**src/dispatch_pkg.sv**
```systemverilog
// ======================================
// Dispatch package
// Bundle width, micro-op types and the
// RISC-V major opcodes used by decode
// ======================================

package dispatch_pkg;

  localparam int DISPATCH_WIDTH = 4;
  localparam int SEQ_W          = 8;
  localparam int SEL_W          = $clog2(DISPATCH_WIDTH);     // Slot index
  localparam int CNT_W          = $clog2(DISPATCH_WIDTH + 1); // 0 to DISPATCH_WIDTH

  // Target issue queue, value doubles as the class index in dispatch
  typedef enum logic [1:0] {
    IQ_INT  = 2'd0,
    IQ_MEM  = 2'd1,
    IQ_FP   = 2'd2,
    IQ_NONE = 2'd3
  } iq_code_e;

  typedef enum logic [3:0] {
    OP_ALU,
    OP_ALUI,
    OP_LUI,
    OP_BRANCH,
    OP_LOAD,
    OP_STORE,
    OP_FLOAD,
    OP_FSTORE,
    OP_FPU,
    OP_ILLEGAL
  } uop_op_e;

  typedef struct packed {
    logic             valid;
    iq_code_e         iq_code;
    uop_op_e          op;
    logic [4:0]       rd;
    logic [4:0]       rs1;
    logic [4:0]       rs2;
    logic [31:0]      imm;
    logic [SEQ_W-1:0] seq;
  } micro_op_t;

  // ======================================
  // Major opcodes, instr[6:0]
  // ======================================
  localparam logic [6:0] OPC_OP       = 7'b0110011;
  localparam logic [6:0] OPC_OP_IMM   = 7'b0010011;
  localparam logic [6:0] OPC_LUI      = 7'b0110111;
  localparam logic [6:0] OPC_BRANCH   = 7'b1100011;
  localparam logic [6:0] OPC_LOAD     = 7'b0000011;
  localparam logic [6:0] OPC_STORE    = 7'b0100011;
  localparam logic [6:0] OPC_LOAD_FP  = 7'b0000111;
  localparam logic [6:0] OPC_STORE_FP = 7'b0100111;
  localparam logic [6:0] OPC_OP_FP    = 7'b1010011;

endpackage

```
**src/dispatch_if.sv**
```systemverilog
// ======================================
// Dispatch to issue queue link
// ======================================

`timescale 1ns/10ps

interface dispatch_if;
  import dispatch_pkg::*;

  micro_op_t [DISPATCH_WIDTH-1:0] uops;  // Packed to the low slots
  logic [CNT_W-1:0]               count; // Filled slots
  logic                           push;
  logic                           room;  // At least a full bundle free

  modport source (
    output uops,
    output count,
    output push,
    input  room
  );

  modport sink (
    input  uops,
    input  count,
    input  push,
    output room
  );

endinterface

```
**src/dispatch_selector.sv**
```systemverilog
// ======================================
// Dispatch selector
// Slot k picks the k-th set request bit
// ======================================

`timescale 1ns/10ps

module dispatch_selector (
  input  logic [dispatch_pkg::DISPATCH_WIDTH-1:0]                          req,
  output logic [dispatch_pkg::DISPATCH_WIDTH-1:0][dispatch_pkg::SEL_W-1:0] sel,
  output logic [dispatch_pkg::DISPATCH_WIDTH-1:0]                          sel_valid
);
  import dispatch_pkg::*;

  always_comb begin
    logic [DISPATCH_WIDTH-1:0] remain;
    remain = req;
    for (int k = 0; k < DISPATCH_WIDTH; k++) begin
      sel[k]       = '0;
      sel_valid[k] = 1'b0;
      // Scan downward so the lowest set bit wins
      for (int j = DISPATCH_WIDTH - 1; j >= 0; j--) begin
        if (remain[j]) begin
          sel[k]       = SEL_W'(j);
          sel_valid[k] = 1'b1;
        end
      end
      if (sel_valid[k]) begin
        remain[sel[k]] = 1'b0; // Taken by this slot
      end
    end
  end

endmodule

```
**src/dispatch.sv**
```systemverilog
// ======================================
// Dispatch
// Sorts decoded micro-ops by issue queue
// and packs each class to the low slots
// ======================================

`timescale 1ns/10ps

module dispatch (
  input  logic                                                    in_valid,
  output logic                                                    in_ready,
  input  dispatch_pkg::micro_op_t [dispatch_pkg::DISPATCH_WIDTH-1:0] in_uops,
  dispatch_if.source                                              to_int,
  dispatch_if.source                                              to_mem,
  dispatch_if.source                                              to_fp
);
  import dispatch_pkg::*;

  localparam int NUM_Q = 3; // Indexed by iq_code_e

  logic [NUM_Q-1:0][DISPATCH_WIDTH-1:0]            req;
  logic [NUM_Q-1:0][DISPATCH_WIDTH-1:0][SEL_W-1:0] sel;
  logic [NUM_Q-1:0][DISPATCH_WIDTH-1:0]            sel_valid;
  micro_op_t [NUM_Q-1:0][DISPATCH_WIDTH-1:0]       q_uops;
  logic [NUM_Q-1:0][CNT_W-1:0]                     q_count;
  logic                                            push;

  // Request masks per class
  always_comb begin
    for (int q = 0; q < NUM_Q; q++) begin
      for (int i = 0; i < DISPATCH_WIDTH; i++) begin
        req[q][i] = in_uops[i].valid && (in_uops[i].iq_code == iq_code_e'(q));
      end
    end
  end

  for (genvar q = 0; q < NUM_Q; q++) begin : g_class
    dispatch_selector class_selector (
      .req       (req[q]),
      .sel       (sel[q]),
      .sel_valid (sel_valid[q])
    );
  end

  // ======================================
  // Compaction and slot count
  // ======================================
  always_comb begin
    for (int q = 0; q < NUM_Q; q++) begin
      q_count[q] = '0;
      for (int k = 0; k < DISPATCH_WIDTH; k++) begin
        q_uops[q][k] = sel_valid[q][k] ? in_uops[sel[q][k]] : '0;
        q_count[q]   = q_count[q] + CNT_W'(sel_valid[q][k]);
      end
    end
  end

  // Whole bundle moves at once or not at all
  assign in_ready = to_int.room && to_mem.room && to_fp.room;
  assign push     = in_valid && in_ready;

  assign to_int.uops  = q_uops[IQ_INT];
  assign to_int.count = q_count[IQ_INT];
  assign to_int.push  = push;

  assign to_mem.uops  = q_uops[IQ_MEM];
  assign to_mem.count = q_count[IQ_MEM];
  assign to_mem.push  = push;

  assign to_fp.uops   = q_uops[IQ_FP];
  assign to_fp.count  = q_count[IQ_FP];
  assign to_fp.push   = push;

endmodule

```
**src/flat_wrapper.sv**
```systemverilog
// flat-port wrapper written by rule: the top's interface ports become plain ports
module dispatch_flat import dispatch_pkg::*;
  (in_valid, in_ready, in_uops, to_int_uops, to_int_count, to_int_push, to_int_room, to_mem_uops, to_mem_count, to_mem_push, to_mem_room, to_fp_uops, to_fp_count, to_fp_push, to_fp_room);
  dispatch_if to_int_i ();
  dispatch_if to_mem_i ();
  dispatch_if to_fp_i ();
  input  logic in_valid;
  output logic in_ready;
  input  dispatch_pkg::micro_op_t [dispatch_pkg::DISPATCH_WIDTH-1:0] in_uops;
  output wire logic [$bits(to_int_i.uops)-1:0] to_int_uops;
  output wire logic [$bits(to_int_i.count)-1:0] to_int_count;
  output wire logic [$bits(to_int_i.push)-1:0] to_int_push;
  input wire logic [$bits(to_int_i.room)-1:0] to_int_room;
  output wire logic [$bits(to_mem_i.uops)-1:0] to_mem_uops;
  output wire logic [$bits(to_mem_i.count)-1:0] to_mem_count;
  output wire logic [$bits(to_mem_i.push)-1:0] to_mem_push;
  input wire logic [$bits(to_mem_i.room)-1:0] to_mem_room;
  output wire logic [$bits(to_fp_i.uops)-1:0] to_fp_uops;
  output wire logic [$bits(to_fp_i.count)-1:0] to_fp_count;
  output wire logic [$bits(to_fp_i.push)-1:0] to_fp_push;
  input wire logic [$bits(to_fp_i.room)-1:0] to_fp_room;
  assign to_int_uops = to_int_i.uops;
  assign to_int_count = to_int_i.count;
  assign to_int_push = to_int_i.push;
  assign to_int_i.room = to_int_room;
  assign to_mem_uops = to_mem_i.uops;
  assign to_mem_count = to_mem_i.count;
  assign to_mem_push = to_mem_i.push;
  assign to_mem_i.room = to_mem_room;
  assign to_fp_uops = to_fp_i.uops;
  assign to_fp_count = to_fp_i.count;
  assign to_fp_push = to_fp_i.push;
  assign to_fp_i.room = to_fp_room;
  dispatch u_core (.in_valid(in_valid), .in_ready(in_ready), .in_uops(in_uops), .to_int(to_int_i), .to_mem(to_mem_i), .to_fp(to_fp_i));
endmodule
```
**config.mk**
```make
export PLATFORM = sky130hd
export DESIGN_NAME = dispatch_flat
export DESIGN_NICKNAME = d
export VERILOG_FILES = /design/src/dispatch_pkg.sv /design/src/dispatch_if.sv /design/src/dispatch_selector.sv /design/src/dispatch.sv /design/src/flat_wrapper.sv
export SDC_FILE = /design/constraint.sdc
export NUM_CORES = 1
export LEC_CHECK = 0
export ABC_AREA = 1
export BUFFER_PORTS_ARGS = -buffer_cell sky130_fd_sc_hd__clkbuf_2
export CAP_MARGIN = 20
export CORE_AREA = 2 2 393 395
export DETAILED_ROUTE_END_ITERATION = 7
export DIE_AREA = 0 0 395 397
export PLACE_DENSITY = 0.36
export SKIP_LAST_GASP = 1
export SYNTH_ARGS = -nofsm -noshare
export SYNTH_HDL_FRONTEND = slang
export SYNTH_SLANG_ARGS = --single-unit
```
**constraint.sdc**
```tcl
create_clock -name vclk -period 2
set_input_delay 0 -clock vclk [all_inputs]
set_output_delay 0 -clock vclk [all_outputs]
set_load 0.05 [all_outputs]
```
---- After elaboration in Yosys (flattened, before gate mapping) ----
Cells that the tools add are included.
storage, ports and cells
  register bits ........................... 0
  input port bits ......................... 252
operators by class
  $add $sub $neg .......................... 9
  magnitude comparators ................... 21
  equality and inequality tests ........... 8
  mux-type cells .......................... 159
  bitwise gates (word level) .............. 18
  reduce and logical (&&, ||, !) cells .... 28
operators with widths
  kind                                                  count
  binary-select mux 62 bit (select 2 bit)               12
  2-to-1 mux 62 bit                                     24
  2-to-1 mux 2 bit                                      48
  2-to-1 mux 1 bit                                      57
  AND 4 bit                                             9
  < comparator 2 x 3 -> 1 bit (second input constant)   12
  2-to-1 mux 4 bit                                      9
  inverter 4 bit                                        9
  logical AND 1 bit                                     24
  adder 3 x 1 -> 3 bit                                  6
  demux 1 bit (select 2 bit)                            9
  >= comparator 2 x 1 -> 1 bit (second input constant)  9
  == test 2 x 1 -> 1 bit (second input constant)        4
  == test 2 bit (second input constant)                 4
  zero test 2 bit                                       4
  adder 1 x 1 -> 2 bit                                  3

---- Logic depth before layout (Yosys ltp) ----
  depth after elaboration ................. 42
  mapped depth ............................ 12

---- By module ----
A second synthesis with hierarchy kept.
unflattened totals
  cell total of the unflattened synthesis .. 6403
  area, all modules ....................... 28152.0 µm²
modules (own cells, without submodules)
  module             times used  cells an instance  area each (µm²)  sequential area each (µm²)
  dispatch           1           6325               27780.4          0.0
  dispatch_selector  3           26                 123.9            0.0

---- Worst setup path before layout ----
OpenSTA, ideal clock, no wires.
  path kind ............................... input to output
  start point ............................. input in_uops[122] in the netlist's numbering
  end point ............................... output to_int_count[1]
  arrival time ............................ 2.321 ns
  slack ................................... -0.321 ns
  stages .................................. 10
  path buffers ............................ 3
  cell sequence ........................... inv_1 > nand3_1 > or2_1 > buf_2 > clkbuf_1 > clkbuf_1 > nand3_1 > ha_1 > fa_1 > ha_1
between the ends
  word-level cells in the longest chain between the ends .. 38
  elaborated cells between the ends (all ways) .. 53
  classes of those cells .................. add/sub: 3; order compare: 6; mux: 33; bitwise: 6; reduce/logical: 5
RTL lines
  element                                                                                                   RTL line                 source
  from (decl)                                                                                               flat_wrapper.sv:9        input dispatch_pkg::micro_op_t [dispatch_pkg::DISPATCH_WIDTH-1:0] in_uops;
  zero test 2 bit (*)                                                                                       dispatch.sv:32           req[q][i] = in_uops[i].valid && (in_uops[i].iq_code == iq_code_e'(q));
  logical AND 1 bit (*)                                                                                     dispatch.sv:32
  2-to-1 mux 2 bit (2 in series)                                                                            dispatch_selector.sv:23  if (remain[j]) begin
  < comparator 2 x 3 -> 1 bit (implied by the code) / >= comparator 2 x 1 -> 1 bit (equally long branches)  dispatch_selector.sv:29  remain[sel[k]] = 1'b0;
  logical AND 1 bit (implied by the code)                                                                   dispatch_selector.sv:29
  2-to-1 mux 1 bit (implied by the code)                                                                    dispatch_selector.sv:29
  demux 1 bit (select 2 bit)                                                                                dispatch_selector.sv:29
  inverter 4 bit (no source line)                                                                           --
  [18 not listed]                                                                                           --
  logical AND 1 bit (implied by the code)                                                                   dispatch_selector.sv:29
  2-to-1 mux 1 bit (implied by the code)                                                                    dispatch_selector.sv:29
  demux 1 bit (select 2 bit)                                                                                dispatch_selector.sv:29
  inverter 4 bit (no source line)                                                                           --
  AND 4 bit (no source line)                                                                                --
  2-to-1 mux 4 bit                                                                                          dispatch_selector.sv:28  if (sel_valid[k]) begin
  2-to-1 mux 1 bit (4 in series)                                                                            dispatch_selector.sv:23
  adder 3 x 1 -> 3 bit (*)                                                                                  dispatch.sv:53           q_count[q] = q_count[q] + CNT_W'(sel_valid[q][k]);
  to (decl)                                                                                                 flat_wrapper.sv:11       output wire logic [$bits(to_int_i.count)-1:0] to_int_count;
Every way passes the cells marked *; elsewhere a longest branch is shown, timed or not.

---- Worst setup path after layout ----
  start point ............................. input in_uops[184] in the netlist's numbering
  end point ............................... output to_fp_uops[73]
between the ends
  word-level cells in the longest chain between the ends .. 19
  elaborated cells between the ends (all ways) .. 27
  classes of those cells .................. order compare: 2; eq/ne: 1; mux: 20; bitwise: 2; reduce/logical: 2
RTL lines
  element                                                                                                   RTL line                 source
  == test 2 bit (*)                                                                                         dispatch.sv:32
  logical AND 1 bit (*)                                                                                     dispatch.sv:32
  2-to-1 mux 2 bit (3 in series)                                                                            dispatch_selector.sv:23
  < comparator 2 x 3 -> 1 bit (implied by the code) / >= comparator 2 x 1 -> 1 bit (equally long branches)  dispatch_selector.sv:29
  logical AND 1 bit (implied by the code)                                                                   dispatch_selector.sv:29
  2-to-1 mux 1 bit (implied by the code)                                                                    dispatch_selector.sv:29
  demux 1 bit (select 2 bit)                                                                                dispatch_selector.sv:29
  inverter 4 bit (no source line)                                                                           --
  AND 4 bit (no source line)                                                                                --
  2-to-1 mux 4 bit (*)                                                                                      dispatch_selector.sv:28
  2-to-1 mux 2 bit (4 in series)                                                                            dispatch_selector.sv:23
  binary-select mux 62 bit (select 2 bit)                                                                   dispatch.sv:52           q_uops[q][k] = sel_valid[q][k] ? in_uops[sel[q][k]] : '0;
  2-to-1 mux 62 bit (implied by the code)                                                                   dispatch.sv:52
  2-to-1 mux 62 bit (*)                                                                                     dispatch.sv:52
  to (decl)                                                                                                 flat_wrapper.sv:18       output wire logic [$bits(to_fp_i.uops)-1:0] to_fp_uops;
Every way passes the cells marked *; elsewhere a longest branch is shown, timed or not. The select of a mux whose other input is x is not followed.

==> run summary <==
First-pass GRT wire length = 271 mm
DIE AREA = 157,000 um^2
# port buffers = 993
DRT Wirelength = 218 mm
Max Fclk = 0.470 GHz
Hold Path Stages = 4
Worst-Margin Slew = 1010 ps
Initial antenna violation count = 29
Cells along the critical path = buf_8 -> inv_8 -> buf_6 -> nor2_4 -> buf_12 -> buf_8 -> nand2_8 -> nand3_4 -> buf_12 -> nor2_4 -> buf_12 -> buf_16 -> buf_4 -> nand2_4 -> nand2_2 -> nor2_4 -> buf_12
Mapped cell area = 16,400 um^2
Worst vdd ir = 0.151 mV
Seq/Total Area, Yosys = 0%
Number of global-route vias before repair = 29,900
Hold Path Origin = in_uops[96]
Final period util = 106%
Largest net degree at the start of global routing = 51
Worst Hold Class = in -> out
Synth area leaders = nand2_1 24%, nor2_1 15%, nand3_1 10%
Synth Warn # = 0
Net count, final = 5,143
# setup viols final = 58
Tmin final = 2130 ps
Worst Setup End Kind = output pin
RSZ-0062 raised after global routing = true
DRC viols = 0
Max stage delay cell, worst path = nor2_4
Violated checks = setup timing
Via density per instance = 4.79
Maxcap violations = 0
Commonest cells after routing, fill and taps aside = 900 x nand2_1, 556 x buf_12, 488 x nor2_1, 417 x clkbuf_2, 348 x buf_4
Worst Path Max Fanout = 8
Worst slew margin = 32.7%
Tot Pwr = 11.5 mW
Dpl hpwl = 151 mm
WL per Instance = 31.5 um
Setup Crit Path Kind = in -> out
Met3 Use GR = 4.27%
Startpoint type of the worst setup path = input pin
WP buf/inv = 10
Core ar. = 153,000 um^2
Most Used Layer, Global Route = met2
Die H = 397 um
DRT iter0 DRCs = 4,010
Total gr overflow = 0
Storage cell area = 0 um^2
GR Layer Usage met1 = 32.3%
Length of the first detailed-routing pass in iterations = 6
Final Hold Fails = 0
Power Density = 284 nW/um^2
Min Hold Slack = 422 ps
Routed Antenna Nets = 0
Die width = 395 um
Data required, critical path = 2000 ps
Delay-heaviest family, CP = buffers and inverters
Row count = 144
Vias = 33,200
Commonest non-fill, non-tap cell in the layout = nand2_1
Number of I/O pins = 1,009
Status = finished with violations
Pleak = 18.7 nW
Yosys cell types = 29
Starting Density = 10.7%
Worst setup margin = -129 ps
Area leader, netlist = nand2_1
Synthesized area per cell = 4.46 um^2
CLK BUF = 0
Area of the multi-input gates = 16,200 um^2
Global-route usage over all layers = 24.7%
GP Congestion = 0.918
Yosys top cell area share = 23.7%
Seq_cells = 0
Fill count = 17,000
Crit path from = in_uops[184]
Final slew viol count = 0
Met2 Use GR = 40.0%
Worst path depth = 17
Cell count after synthesis = 3,670
CP max stage delay = 220 ps
Area grow syn2layout = 148%
Crit path DAT = 2130 ps
Most frequent CP cell = buf_12
Share of layout cells above drive strength 1 = 43.9%
==> layer usage <==
metal	vias to the layer above	share of wire, %	routed length [um]
met2	2351	45	97300
met1	16100	41	88900
li1	14400	-	-
met5	-	0.026	57
met3	426	9.3	20400
met4	8	5.5	11900
==> report_power, final <==
part           leakage (nW)  internal (mW)  switching (mW)   total (mW)
Sequential                0              0               0            0
Clock              0.000109    0.000000996               0  0.000000996
Combinational          18.7           4.25            7.29         11.5
Total                  18.7           4.25            7.29         11.5
==> tightest hold or removal path: stages <==
cell	delay [ps]
clkbuf_2	120
nand2_1	90
a21oi_2	70
buf_12	140
==> through the flow <==
stage	instance area [um^2]	TNS (ps)	util, %	setup slack, ps	instances
2_1_floorplan	16500	-1900	-	-47.2	3685
3_3_place_gp	34100	-158610	22.3	-670	6799
3_5_place_dp	34100	-135840	22.3	-651	6799
4_1_cts	37500	-6350	24.5	-144	6873
5_1_grt	40500	-12280	26.5	-224	6930
6_report	40600	-3600	26.5	-129	6940
==> area by class of cell <==
cell class	count	area share, %
diodes	16	0.0987
inverters	322	3.38
repair buffers	1595	50.3
well taps	2044	6.30
multi-input cells	2963	39.9
==> cells in the mapped netlist (5+ instances only) <==
library cell	n
buf_1	18
a21oi_1	298
o21ai_0	257
nor2_1	652
inv_2	19
buf_4	28
buf_2	104
inv_1	303
nand3_1	343
nand2_2	5
ha_1	6
o22ai_1	118
o21ai_1	23
o211ai_1	191
clkbuf_1	247
nand2_1	1036
==> timing repair <==
action                                  CTS  global route
gates cloned                             36            29
endpoints found under the setup margin  724           484
setup buffers                            50            48
gates resized for setup                 529           694
hold buffers                              0             0
pin swaps                                78           229
==> worst paths after layout <==
path                          end  slack, ps
setup / recovery   to_fp_uops[73]       -130
hold / removal    to_mem_uops[96]        420
==> cell families (layout without fill, tap and decap cells) <==
| logic type | Yosys count | in the layout | share of synthesized area [%] |
|---|---|---|---|
| simple gates | 2047 | 2047 | 49.9 |
| compound gates | 891 | 891 | 31.2 |
| buf+inv | 722 | 1917 | 18.1 |
| fa+ha+maj | 9 | 9 | 0.825 |
| other cells | 1 | 32 | 0.0229 |
No activity file was read; power rests on OpenSTA's default activity.
